$ cat src/rtl/move_settings.svh
`ifndef MOVE_SETTINGS_SVH
`define MOVE_SETTINGS_SVH

// Problem size and lane count.
`define CITY_NUM  48
`define LANE_NUM  4
`define BASE_LOG  4

// Lane i seeds with this value plus i plus 1.
`define SEED_BASE 64'h9e37_79b9_7f4a_7c15

`endif

$ cat src/rtl/move_pkg.sv
`default_nettype none

`include "move_settings.svh"

package move_pkg;

    typedef logic [31:0] rand_t;
    typedef logic [63:0] xs_state_t;
    typedef logic [$clog2(`LANE_NUM)-1:0] lane_id_t;

    typedef enum logic [2:0] {
        S_IDLE,
        S_K,
        S_L,
        S_METROPOLIS,
        S_EXCHANGE,
        S_DONE
    } move_state_t;

endpackage

`default_nettype wire

$ cat src/rtl/tsp_pkg.sv
`default_nettype none

`include "move_settings.svh"

package tsp_pkg;

    // City numbers run from 1 to CITY_NUM.
    typedef logic [$clog2(`CITY_NUM + 1)-1:0] city_t;

    typedef logic [`BASE_LOG-1:0] base_id_t;

    typedef enum logic {
        TWO = 1'b0,
        THR = 1'b1
    } opt_cmd_t;

endpackage

`default_nettype wire

$ cat src/rtl/move_collect.sv
`timescale 1ns/10ps
`default_nettype none

`include "move_settings.svh"

module move_collect (
    input  wire logic                                  clk,
    input  wire logic                                  reset,
    input  wire logic              [`LANE_NUM-1:0]     lane_done_i,
    input  wire logic              [`LANE_NUM-1:0]     lane_op_i,
    input  wire tsp_pkg::base_id_t [`LANE_NUM-1:0]     lane_base_id_i,
    input  wire tsp_pkg::city_t    [`LANE_NUM-1:0]     lane_k_i,
    input  wire tsp_pkg::city_t    [`LANE_NUM-1:0]     lane_l_i,
    input  wire move_pkg::rand_t   [`LANE_NUM-1:0]     lane_r_metropolis_i,
    input  wire move_pkg::rand_t   [`LANE_NUM-1:0]     lane_r_exchange_i,
    output logic                   [`LANE_NUM-1:0]     lane_ack_o,
    output logic                                       res_valid_o,
    input  wire logic                                  res_ready_i,
    output tsp_pkg::opt_cmd_t                          res_op_o,
    output tsp_pkg::base_id_t                          res_base_id_o,
    output tsp_pkg::city_t                             res_k_o,
    output tsp_pkg::city_t                             res_l_o,
    output move_pkg::rand_t                            res_r_metropolis_o,
    output move_pkg::rand_t                            res_r_exchange_o
);

    move_pkg::lane_id_t rd_ptr;
    logic               res_fire;

    // Drain in the same order the dispatcher filled the lanes.
    assign res_valid_o        = lane_done_i[rd_ptr];
    assign res_fire           = res_valid_o && res_ready_i;
    assign res_op_o           = tsp_pkg::opt_cmd_t'(lane_op_i[rd_ptr]);
    assign res_base_id_o      = lane_base_id_i[rd_ptr];
    assign res_k_o            = lane_k_i[rd_ptr];
    assign res_l_o            = lane_l_i[rd_ptr];
    assign res_r_metropolis_o = lane_r_metropolis_i[rd_ptr];
    assign res_r_exchange_o   = lane_r_exchange_i[rd_ptr];

    always_comb begin
        lane_ack_o = '0;
        if (res_fire) begin
            lane_ack_o[rd_ptr] = 1'b1;
        end
    end

    always_ff @(posedge clk) begin
        if (reset) begin
            rd_ptr <= '0;
        end else if (res_fire) begin
            if (rd_ptr == move_pkg::lane_id_t'(`LANE_NUM - 1)) begin
                rd_ptr <= '0;
            end else begin
                rd_ptr <= rd_ptr + 1'b1;
            end
        end
    end

endmodule

`default_nettype wire

$ cat src/rtl/move_dispatch.sv
`timescale 1ns/10ps
`default_nettype none

`include "move_settings.svh"

module move_dispatch (
    input  wire logic                 clk,
    input  wire logic                 reset,
    input  wire logic                 cmd_valid_i,
    output logic                      cmd_ready_o,
    input  wire logic [`LANE_NUM-1:0] lane_idle_i,
    output logic      [`LANE_NUM-1:0] lane_start_o
);

    move_pkg::lane_id_t wr_ptr;
    logic               cmd_fire;

    // Only the lane under the pointer may take the next command.
    assign cmd_ready_o = lane_idle_i[wr_ptr];
    assign cmd_fire    = cmd_valid_i && cmd_ready_o;

    always_comb begin
        lane_start_o = '0;
        if (cmd_fire) begin
            lane_start_o[wr_ptr] = 1'b1;
        end
    end

    always_ff @(posedge clk) begin
        if (reset) begin
            wr_ptr <= '0;
        end else if (cmd_fire) begin
            if (wr_ptr == move_pkg::lane_id_t'(`LANE_NUM - 1)) begin
                wr_ptr <= '0;
            end else begin
                wr_ptr <= wr_ptr + 1'b1;
            end
        end
    end

endmodule

`default_nettype wire

$ cat src/rtl/move_engine_top.sv
`timescale 1ns/10ps
`default_nettype none

`include "move_settings.svh"

module move_engine_top (
    input  wire logic               clk,
    input  wire logic               reset,
    input  wire logic               cmd_valid_i,
    input  wire tsp_pkg::opt_cmd_t  cmd_op_i,
    input  wire tsp_pkg::base_id_t  cmd_base_id_i,
    output logic                    cmd_ready_o,
    output logic                    res_valid_o,
    input  wire logic               res_ready_i,
    output tsp_pkg::opt_cmd_t       res_op_o,
    output tsp_pkg::base_id_t       res_base_id_o,
    output tsp_pkg::city_t          res_k_o,
    output tsp_pkg::city_t          res_l_o,
    output move_pkg::rand_t         res_r_metropolis_o,
    output move_pkg::rand_t         res_r_exchange_o
);

    logic              [`LANE_NUM-1:0] lane_idle;
    logic              [`LANE_NUM-1:0] lane_start;
    logic              [`LANE_NUM-1:0] lane_done;
    logic              [`LANE_NUM-1:0] lane_ack;
    logic              [`LANE_NUM-1:0] lane_op;
    tsp_pkg::base_id_t [`LANE_NUM-1:0] lane_base_id;
    tsp_pkg::city_t    [`LANE_NUM-1:0] lane_k;
    tsp_pkg::city_t    [`LANE_NUM-1:0] lane_l;
    move_pkg::rand_t   [`LANE_NUM-1:0] lane_r_metropolis;
    move_pkg::rand_t   [`LANE_NUM-1:0] lane_r_exchange;

    move_dispatch u_move_dispatch (
        .clk          (clk),
        .reset        (reset),
        .cmd_valid_i  (cmd_valid_i),
        .cmd_ready_o  (cmd_ready_o),
        .lane_idle_i  (lane_idle),
        .lane_start_o (lane_start)
    );

    // Command fields fan out to every lane; only the started one latches.
    for (genvar i = 0; i < `LANE_NUM; i++) begin : g_lane
        twoopt_move_gen #(
            .LANE_ID (i)
        ) u_twoopt_move_gen (
            .clk            (clk),
            .reset          (reset),
            .start_i        (lane_start[i]),
            .op_i           (cmd_op_i),
            .base_id_i      (cmd_base_id_i),
            .ack_i          (lane_ack[i]),
            .idle_o         (lane_idle[i]),
            .done_o         (lane_done[i]),
            .op_o           (lane_op[i]),
            .base_id_o      (lane_base_id[i]),
            .k_o            (lane_k[i]),
            .l_o            (lane_l[i]),
            .r_metropolis_o (lane_r_metropolis[i]),
            .r_exchange_o   (lane_r_exchange[i])
        );
    end

    move_collect u_move_collect (
        .clk                 (clk),
        .reset               (reset),
        .lane_done_i         (lane_done),
        .lane_op_i           (lane_op),
        .lane_base_id_i      (lane_base_id),
        .lane_k_i            (lane_k),
        .lane_l_i            (lane_l),
        .lane_r_metropolis_i (lane_r_metropolis),
        .lane_r_exchange_i   (lane_r_exchange),
        .lane_ack_o          (lane_ack),
        .res_valid_o         (res_valid_o),
        .res_ready_i         (res_ready_i),
        .res_op_o            (res_op_o),
        .res_base_id_o       (res_base_id_o),
        .res_k_o             (res_k_o),
        .res_l_o             (res_l_o),
        .res_r_metropolis_o  (res_r_metropolis_o),
        .res_r_exchange_o    (res_r_exchange_o)
    );

endmodule

`default_nettype wire

$ cat src/rtl/twoopt_move_gen.sv
`timescale 1ns/10ps
`default_nettype none

`include "move_settings.svh"

module twoopt_move_gen #(
    parameter int LANE_ID = 0
) (
    input  wire logic                clk,
    input  wire logic                reset,
    input  wire logic                start_i,
    input  wire tsp_pkg::opt_cmd_t   op_i,
    input  wire tsp_pkg::base_id_t   base_id_i,
    input  wire logic                ack_i,
    output logic                     idle_o,
    output logic                     done_o,
    output tsp_pkg::opt_cmd_t        op_o,
    output tsp_pkg::base_id_t        base_id_o,
    output tsp_pkg::city_t           k_o,
    output tsp_pkg::city_t           l_o,
    output move_pkg::rand_t          r_metropolis_o,
    output move_pkg::rand_t          r_exchange_o
);

    localparam move_pkg::xs_state_t LANE_SEED = `SEED_BASE + 64'(LANE_ID + 1);

    move_pkg::move_state_t state;
    move_pkg::xs_state_t   xs_q;
    move_pkg::xs_state_t   xs_step1;
    move_pkg::xs_state_t   xs_step2;
    move_pkg::xs_state_t   xs_next;
    move_pkg::rand_t       draw;
    tsp_pkg::city_t        draw_city;
    logic                  city_ok;
    logic                  drawing;

    // Xorshift64 step with shifts of 13 left, 7 right and 17 left.
    always_comb begin
        xs_step1  = xs_q ^ (xs_q << 13);
        xs_step2  = xs_step1 ^ (xs_step1 >> 7);
        xs_next   = xs_step2 ^ (xs_step2 << 17);
        draw      = xs_next[31:0];
        draw_city = draw[5:0];
        city_ok   = (draw_city != '0) && (draw_city <= tsp_pkg::city_t'(`CITY_NUM));
    end

    assign drawing = (state == move_pkg::S_K) || (state == move_pkg::S_L) ||
                     (state == move_pkg::S_METROPOLIS) || (state == move_pkg::S_EXCHANGE);

    assign idle_o = (state == move_pkg::S_IDLE);
    assign done_o = (state == move_pkg::S_DONE);

    always_ff @(posedge clk) begin
        if (reset) begin
            xs_q <= LANE_SEED;
        end else if (drawing) begin
            xs_q <= xs_next;
        end
    end

    always_ff @(posedge clk) begin
        if (reset) begin
            state          <= move_pkg::S_IDLE;
            op_o           <= tsp_pkg::TWO;
            base_id_o      <= '0;
            k_o            <= '0;
            l_o            <= '0;
            r_metropolis_o <= '0;
            r_exchange_o   <= '0;
        end else begin
            case (state)
                move_pkg::S_IDLE: begin
                    if (start_i) begin
                        op_o <= op_i;
                        // THR leaves the last move fields untouched.
                        if (op_i == tsp_pkg::THR) begin
                            state <= move_pkg::S_DONE;
                        end else begin
                            base_id_o <= base_id_i;
                            state     <= move_pkg::S_K;
                        end
                    end
                end
                move_pkg::S_K: begin
                    if (city_ok) begin
                        k_o   <= draw_city;
                        state <= move_pkg::S_L;
                    end
                end
                move_pkg::S_L: begin
                    if (city_ok) begin
                        if (draw_city == k_o) begin
                            state <= move_pkg::S_K;
                        end else begin
                            // Keep K below L.
                            if (draw_city < k_o) begin
                                k_o <= draw_city;
                                l_o <= k_o;
                            end else begin
                                l_o <= draw_city;
                            end
                            state <= move_pkg::S_METROPOLIS;
                        end
                    end
                end
                move_pkg::S_METROPOLIS: begin
                    r_metropolis_o <= draw;
                    state          <= move_pkg::S_EXCHANGE;
                end
                move_pkg::S_EXCHANGE: begin
                    r_exchange_o <= draw;
                    state        <= move_pkg::S_DONE;
                end
                move_pkg::S_DONE: begin
                    if (ack_i) begin
                        state <= move_pkg::S_IDLE;
                    end
                end
                default: begin
                    state <= move_pkg::S_IDLE;
                end
            endcase
        end
    end

endmodule

`default_nettype wire

$ cat config.mk
export PLATFORM = sky130hd
export DESIGN_NAME = move_engine_top
export DESIGN_NICKNAME = d
export VERILOG_FILES = /design/src/rtl/move_pkg.sv /design/src/rtl/tsp_pkg.sv /design/src/rtl/move_collect.sv /design/src/rtl/move_dispatch.sv /design/src/rtl/move_engine_top.sv /design/src/rtl/twoopt_move_gen.sv
export VERILOG_INCLUDE_DIRS = /design/src /design/src/rtl
export SDC_FILE = /design/constraint.sdc
export NUM_CORES = 2
export LEC_CHECK = 0
export BUFFER_PORTS_ARGS = -buffer_cell sky130_fd_sc_hd__buf_4
export CAP_MARGIN = 20
export CORE_AREA = 2 2 254 256
export CTS_CLUSTER_SIZE = 12
export DETAILED_ROUTE_END_ITERATION = 7
export DIE_AREA = 0 0 256 258
export HOLD_SLACK_MARGIN = 0.12
export MAX_ROUTING_LAYER = met4
export PLACE_DENSITY_LB_ADDON = 0.05
export SETUP_SLACK_MARGIN = 0.05
export SKIP_CTS_REPAIR_TIMING = 1
export SLEW_MARGIN = 20
export SYNTH_ARGS = -nofsm -noshare
export SYNTH_HDL_FRONTEND = slang
export SYNTH_SLANG_ARGS = --single-unit
$ cat constraint.sdc
create_clock -name clk -period 2.7 [get_ports clk]
set_input_delay 0 -clock clk [delete_from_list [all_inputs] [get_ports clk]]
set_output_delay 0 -clock clk [all_outputs]
set_load 0.03 [all_outputs]
# After elaboration in Yosys (flattened, before gate mapping)
# Cells that the tools add are included.
[totals]
elab_cells = 240
output_inout_bits = 83
register_bits = 596
[op_classes]
muxes = 73
bitwise = 17
addsub = 2
eq_ne = 50
reduce_logical = 52
order_cmp = 12
[ops]
columns = ["cell", "n"]
rows = [
  ["64-bit XOR", 8],
  ["64-bit by 57-bit XOR with 64-bit output", 4],
  ["6-bit 2-to-1 mux", 22],
  ["32-bit binary-select mux with 2-bit select", 2],
  ["3-bit case mux with 6 select lines", 4],
  ["32-bit 2-to-1 mux", 2],
  ["3-bit 2-to-1 mux", 17],
  ["6-bit case mux with 2 select lines", 4],
  ["2-bit inequality test, second input constant", 16],
  ["6-bit binary-select mux with 2-bit select", 2],
  ["3-bit by 2-bit == test with 1-bit output, second input constant", 8],
  ["3-bit == test, second input constant", 8],
  ["6-bit == test", 4],
  ["6-bit <= comparator, second input constant", 4],
  ["6-bit less-than comparator", 4],
  ["3-bit AND reduction", 8],
  ["6-bit nonzero test", 4],
  ["5-bit AND reduction", 4],
  ["2-bit by 1-bit inequality test with 1-bit output, second input constant", 8],
  ["4-bit AND reduction", 4],
  ["3-bit by 1-bit == test with 1-bit output, second input constant", 4],
  ["3-bit logical NOT", 4],
  ["1-bit logical OR", 12],
  ["2-bit 2-to-1 mux", 6],
  ["13 further kinds", 43],
]

# Longest topological paths before layout
[logic_depth]
ltp_word = 8
ltp_mapped = 12
depth_no_buf = 10

# By module
# Synthesis repeated with hierarchy kept, for this count alone.
[hier_totals]
cells_unflattened = 3355
hier_area_um2 = 31072.3
[modules_own_cells]
columns = ["mod", "instances", "seq_area_each_um2", "cells_per_inst", "area_each_um2"]
rows = [
  ["twoopt_move_gen at g_lane[2].u_twoopt_move_gen", 1, 2962.8, 803, 7205.7],
  ["twoopt_move_gen at g_lane[3].u_twoopt_move_gen", 1, 2962.8, 803, 7204.4],
  ["twoopt_move_gen at g_lane[0].u_twoopt_move_gen", 1, 2962.8, 798, 7083.0],
  ["twoopt_move_gen at g_lane[1].u_twoopt_move_gen", 1, 2962.8, 798, 7058.0],
  ["move_collect", 1, 40.0, 127, 2282.2],
  ["move_dispatch", 1, 40.0, 26, 239.0],
]

# Least setup slack after synthesis
# OpenSTA, ideal clock, no wires.
[synth_path]
path_kind = "reg2reg"
start = "register g_lane[2].u_twoopt_move_gen.xs_q[8]"
end = "register g_lane[2].u_twoopt_move_gen.k_o[1]"
setup_ps = 86
period_less_slack_ps = 2679
t_arrival_ps = 2594
path_buffers = 2
setup_slack_ps = 21
path_stages_with_launch = 12
cell_sequence = "dfxtp_1 > buf_2 > xnor2_1 > inv_1 > ha_1 > nor2b_1 > a2111oi_1 > a311o_1 > a311o_1 > and3_4 > buf_6 > a211oi_1"
[synth_via]
elab_chain_cells = 7
word_cells_on_any_way = 18
[synth_rtl]
columns = ["item", "line", "text"]
rows = [
  ["start, declared", "twoopt_move_gen.sv:28", "move_pkg::xs_state_t xs_q;"],
  ["start signal, assigned", "twoopt_move_gen.sv:57", "xs_q <= xs_next;"],
  ["64-bit XOR *", "twoopt_move_gen.sv:39", "xs_step1 = xs_q ^ (xs_q << 13);"],
  ["64-bit by 57-bit XOR with 64-bit output *", "twoopt_move_gen.sv:40", "xs_step2 = xs_step1 ^ (xs_step1 >> 7);"],
  ["64-bit XOR *", "twoopt_move_gen.sv:41", "xs_next = xs_step2 ^ (xs_step2 << 17);"],
  ["net g_lane[2].u_twoopt_move_gen.xs_next[1]", "twoopt_move_gen.sv:31", "move_pkg::xs_state_t xs_next;"],
  ["6-bit <= comparator, or another cell as far along", "twoopt_move_gen.sv:44", "city_ok = (draw_city != '0) && (draw_city <= tsp_pkg::city_t'(`CITY_NUM));"],
  ["1-bit logical AND / 6-bit 2-to-1 mux (equally long branches)", "twoopt_move_gen.sv:44, twoopt_move_gen.sv:92", ""],
  ["2-bit by 1-bit inequality test with 1-bit output (no line) / 6-bit 2-to-1 mux (equally long branches)", "-", ""],
  ["5-bit AND reduction (no line) / 6-bit case mux with 2 select lines (equally long branches)", "-", ""],
  ["end signal, assigned", "twoopt_move_gen.sv:86", "k_o <= draw_city;"],
  ["end signal, assigned", "twoopt_move_gen.sv:97", "k_o <= draw_city;"],
  ["end, declared", "twoopt_move_gen.sv:19", "output tsp_pkg::city_t k_o,"],
]
# Mark *: on every way through the listed nets, which the timed path passes. The rest lies on a longest branch. The select of a mux whose other input is x is not followed.
# A chain may end at the register's enable or synchronous reset.

# Final worst setup path
[layout_path]
start = "register g_lane[1].u_twoopt_move_gen.xs_q[9]"
end = "register g_lane[1].u_twoopt_move_gen.k_o[3]"
[layout_via]
elab_chain_cells = 7
word_cells_on_any_way = 13
[layout_rtl]
columns = ["item", "line"]
rows = [
  ["start, declared", "twoopt_move_gen.sv:28"],
  ["start signal, assigned", "twoopt_move_gen.sv:57"],
  ["64-bit XOR *", "twoopt_move_gen.sv:39"],
  ["64-bit by 57-bit XOR with 64-bit output *", "twoopt_move_gen.sv:40"],
  ["64-bit XOR *", "twoopt_move_gen.sv:41"],
  ["net g_lane[1].u_twoopt_move_gen.xs_next[2]", "twoopt_move_gen.sv:31"],
  ["6-bit <= comparator / 6-bit nonzero test (equally long branches)", "twoopt_move_gen.sv:44"],
  ["1-bit logical AND", "twoopt_move_gen.sv:44"],
  ["2-bit by 1-bit inequality test with 1-bit output (no line)", "-"],
  ["5-bit AND reduction (no line) *", "-"],
  ["end signal, assigned", "twoopt_move_gen.sv:86"],
  ["end signal, assigned", "twoopt_move_gen.sv:97"],
  ["end, declared", "twoopt_move_gen.sv:19"],
]
# Mark *: on every way through the listed nets, which the timed path passes. The rest lies on a longest branch.

==> summary.txt <==
Min path
  – Worst hold path startpoint: cmd_base_id_i[1]
  – Hold Path Sink: g_lane[0].u_twoopt_move_gen.base_id_o[1]$_SDFFE_PP0P_
  – HP Class: in2reg
  – WHS Path Cells: 4

STA
  – Final Slew Violations: 0
  – Hold Vio Cnt, Final: 0
  – Setup TNS: 0 ps
  – RSZ-0062 raised after global routing: no
  – Crit share post-route: 0.934
  – Final setup vio count: 0
  – Setup Skew: between 20 and 25 ps
  – Setup WS post-layout: between 150 and 200 ps
  – Tmin final: approximately 2500 ps
  – F_max: 397 MHz
  – Tightest Pin Transition: about 990 ps
  – Worst slew margin: 0.337

Cells and area
  – Reg area: ~12000 µm²
  – Footprint of the multi-input gates: roughly 18000 µm²
  – Area Overhead vs Synth: 14.6%
  – Final cell count without fillers: between 4k and 5k
  – Diode count: 0
  – Layout cells sized above 1: 0.148
  – FILL cells: 5750
  – Layout Nets: about 3.5k

Setup path
  – Delay-heaviest family, CP: compound AO/OA/AOI/OAI gates
  – Critical path class: reg2reg
  – FF-to-FF path depth: 11
  – R2r startpoint: g_lane[1].u_twoopt_move_gen.xs_q[9]$_SDFFE_PP0P_
  – Worst path slowest cell: dfxtp_1
  – Largest stage delay, worst path: 420 ps
  – Worst EP required: roughly 3200 ps
  – Worst path cell trace: xnor2_1 > inv_2 > ha_1 > a21oi_1 > o221ai_1 > o2111ai_1 > a31oi_1 > nor3b_2 > buf_4 > nor2_1 > a211oi_1
  – Reg2Reg Capture Point: g_lane[1].u_twoopt_move_gen.k_o[3]$_SDFFE_PP0P_
  – Worst reg-to-reg setup slack: around 180 ps
  – CP Capture Type: register
  – CP arrival: 3030 ps
  – Crit path max fanout: 12
  – Critical path startpoint category: register
  – Buf/Inv on CP: 2

Die
  – Overall die width: between 200 and 300 µm
  – Core area: 63600 µm²
  – Ports: 92
  – Initial Util: 0.485
  – Total die area: between 60000 and 70000 µm²
  – Die height: 258 µm
  – Num rows: 93

Detailed routing
  – Routed WL per cell: about 22 µm
  – Post-Route WL: around 96000 µm
  – Via-per-instance ratio: 5.60
  – DRC viols: 0
  – Post-route ant nets: 0
  – DR vias: between 20k and 25k
  – Violation count after the first detailed-route iteration: approximately 1.9k
  – Pre-Repair DR Iteration Count: 5

Synth
  – Sequential-to-total area share from yosys stat: 0.387
  – Syn Area/Cell: 9.07 µm²
  – Post-synth EDFFs: 0
  – Netlist Area Pre-Place: 30900 µm²
  – Syn. warnings: 0
  – Synth cell types: between 60 and 70
  – Synth Area in Adders: 0.0112
  – Yosys reg bits: between 500 and 600
  – Synthesized net count: 3438
  – Post-synthesis compound-gate area fraction: 0.128
  – Post-synthesis xor/xnor area fraction: 0.210
  – Post-synth top area cell: dfxtp_1
  – Synth Area in Simple Gates: 0.154
  – Primary FF master, synth: dfxtp_1
  – Largest family of logic cells by synthesized area: XOR/XNOR gates
  – Synth area leaders: dfxtp_1, xnor2_1, xor2_1
  – Ys async rst share: 0
  – Yosys top cell area share: 0.387
  – Post-synthesis cell count: roughly 3.4k
  – Mux cell area share after synthesis: 0.0733

Global route
  – Overflow after GRT: 0
  – Total GRT Usage: 0.297
  – Largest net degree at the start of global routing: 126
  – First-pass GRT wire length: 147000 µm
  – Vias in the first global route: between 20k and 25k
  – Initial antenna violation count: 0

Status
  – Status: finished clean

Place
  – Port bufs: 91
  – HPWL after DPL: roughly 70000 µm
  – Placed cells: ~4.2k
  – GPL Wtd Cong: approximately 0.88
  – Worst Setup Slack post-DPL: ~220 ps

Clock network
  – CTS buffer count: 70
  – Root Buffer: clkbuf_16
  – Clock slew at reported path FFs: about 60 ps
  – Max Root-Sink Buffers: 3
  – Htree depth: 3
  – TritonCTS clock tree: built
  – Clk sinks: just under 600
  – Clk Latency, worst-skew pair: between 600 and 700 ps

Run
  – # Max-Cap Violations: 0
==> Yosys cell counts, drive strengths merged, types with 18 or more instances <==
library cell and instances:
a21oi 218, buf 36, mux2i 39, and3 18, a211o 28, or3b 69
nor2 300, ha 26, o21bai 18, dfxtp 596, xnor2 475, nand2 372
mux4 82, xor2 250, clkbuf 207, inv 44, nand3b 35, a211oi 191
nor3 81, or3 58, o21ai 144
==> cell usage in the layout (no fill, tap or decap), types with 6 or more instances in the layout <==
cell type	n
and2_1	9
clkinv_2	8
buf_4	201
nor2_1	298
dlygate4sd3_1	8
nor2b_1	10
nand2_1	372
nand4_1	8
ha_1	26
a211o_1	28
dfxtp_1	594
a21oi_1	217
inv_1	43
xnor2_1	459
mux2i_1	38
clkbuf_1	16
o211ai_1	6
o21bai_1	18
clkbuf_8	18
or3_1	58
xor2_1	246
o21ai_0	143
or3b_2	65
nand2b_1	16
nand3_1	14
a211oi_1	188
nand3b_1	35
and3_1	17
buf_12	17
nor3_1	79
xnor2_2	14
clkbuf_16	73
mux4_2	82
==> state kept, by name, indices dropped and copies added (netlist names) <==
name,count
u_move_collect.rd_ptr,2
g_lane.u_twoopt_move_gen.base_id_o,16
u_move_dispatch.wr_ptr,2
g_lane.u_twoopt_move_gen.r_metropolis_o,128
g_lane.u_twoopt_move_gen.op_o,4
g_lane.u_twoopt_move_gen.l_o,24
g_lane.u_twoopt_move_gen.xs_q,256
g_lane.u_twoopt_move_gen.state,12
g_lane.u_twoopt_move_gen.r_exchange_o,128
g_lane.u_twoopt_move_gen.k_o,24
==> layer usage <==
| layer | global-route usage | part of all wire |
|---|---|---|
| met3 | 0.0359 | 0.044 |
| met4 | 0.0861 | 0.029 |
| met5 | - | 0 |
| met1 | 0.393 | 0.46 |
| met2 | 0.478 | 0.47 |
==> tightest hold or removal path: stages <==
cell and delay [ps]:
dlygate4sd3_1 520, buf_4 130, mux2i_1 60, nor2_1 70
==> logic make-up (layout without fill, tap and decap cells) <==
kind of cell	after synthesis	after routing
flip-flops	596	596
multiplexers	122	122
AO/OA/AOI/OAI	635	635
buffers and inverters	287	393
XOR/XNOR	728	728
AND/OR/NAND/NOR	1007	1007
adder cells (fa/ha/maj)	28	28
==> worst max-delay path by stage <==
stage / endpoint / cells after the start / slack, ps / from
5_1_grt: g_lane[1].u_twoopt_move_gen.k_o[3]$_SDFFE_PP0P_ / 11 / 60 / g_lane[1].u_twoopt_move_gen.xs_q[9]$_SDFFE_PP0P_
6_report: g_lane[1].u_twoopt_move_gen.k_o[3]$_SDFFE_PP0P_ / 11 / 180 / g_lane[1].u_twoopt_move_gen.xs_q[9]$_SDFFE_PP0P_
3_3_place_gp: g_lane[0].u_twoopt_move_gen.k_o[0]$_SDFFE_PP0P_ / 9 / 290 / g_lane[0].u_twoopt_move_gen.xs_q[1]$_SDFFE_PP1P_
3_5_place_dp: g_lane[3].u_twoopt_move_gen.k_o[4]$_SDFFE_PP0P_ / 11 / 220 / g_lane[3].u_twoopt_move_gen.xs_q[2]$_SDFFE_PP0P_
4_1_cts: res_r_metropolis_o[31] / 3 / -20 / u_move_collect.rd_ptr[1]$_SDFFE_PP0P_
2_1_floorplan: g_lane[0].u_twoopt_move_gen.k_o[2]$_SDFFE_PP0P_ / 12 / 80 / g_lane[0].u_twoopt_move_gen.xs_q[8]$_SDFFE_PP0P_
==> per-stage QoR <==
stage | utilization | hold slack (ps) | instance area, µm²
6_report | 0.555 | 223 | 35400
5_1_grt | 0.555 | 216 | 35400
4_1_cts | 0.554 | -353 | 35200
3_5_place_dp | 0.518 | 278 | 33000
3_3_place_gp | 0.518 | 261 | 33000
2_1_floorplan | - | 144 | 30900
==> final cells by class <==
cell class,count,share of cell area
tap,855,0.0303
clock buffer,107,0.0604
clock inverter,14,0.00382
inverter,44,0.00467
timing repair buffer,228,0.0553
sequential,596,0.338
multi-input combinational,2520,0.508
Power is left out: the tool's default activity adds up to more than one toggle a clock period on the data nets, which glitch-free logic cannot reach.
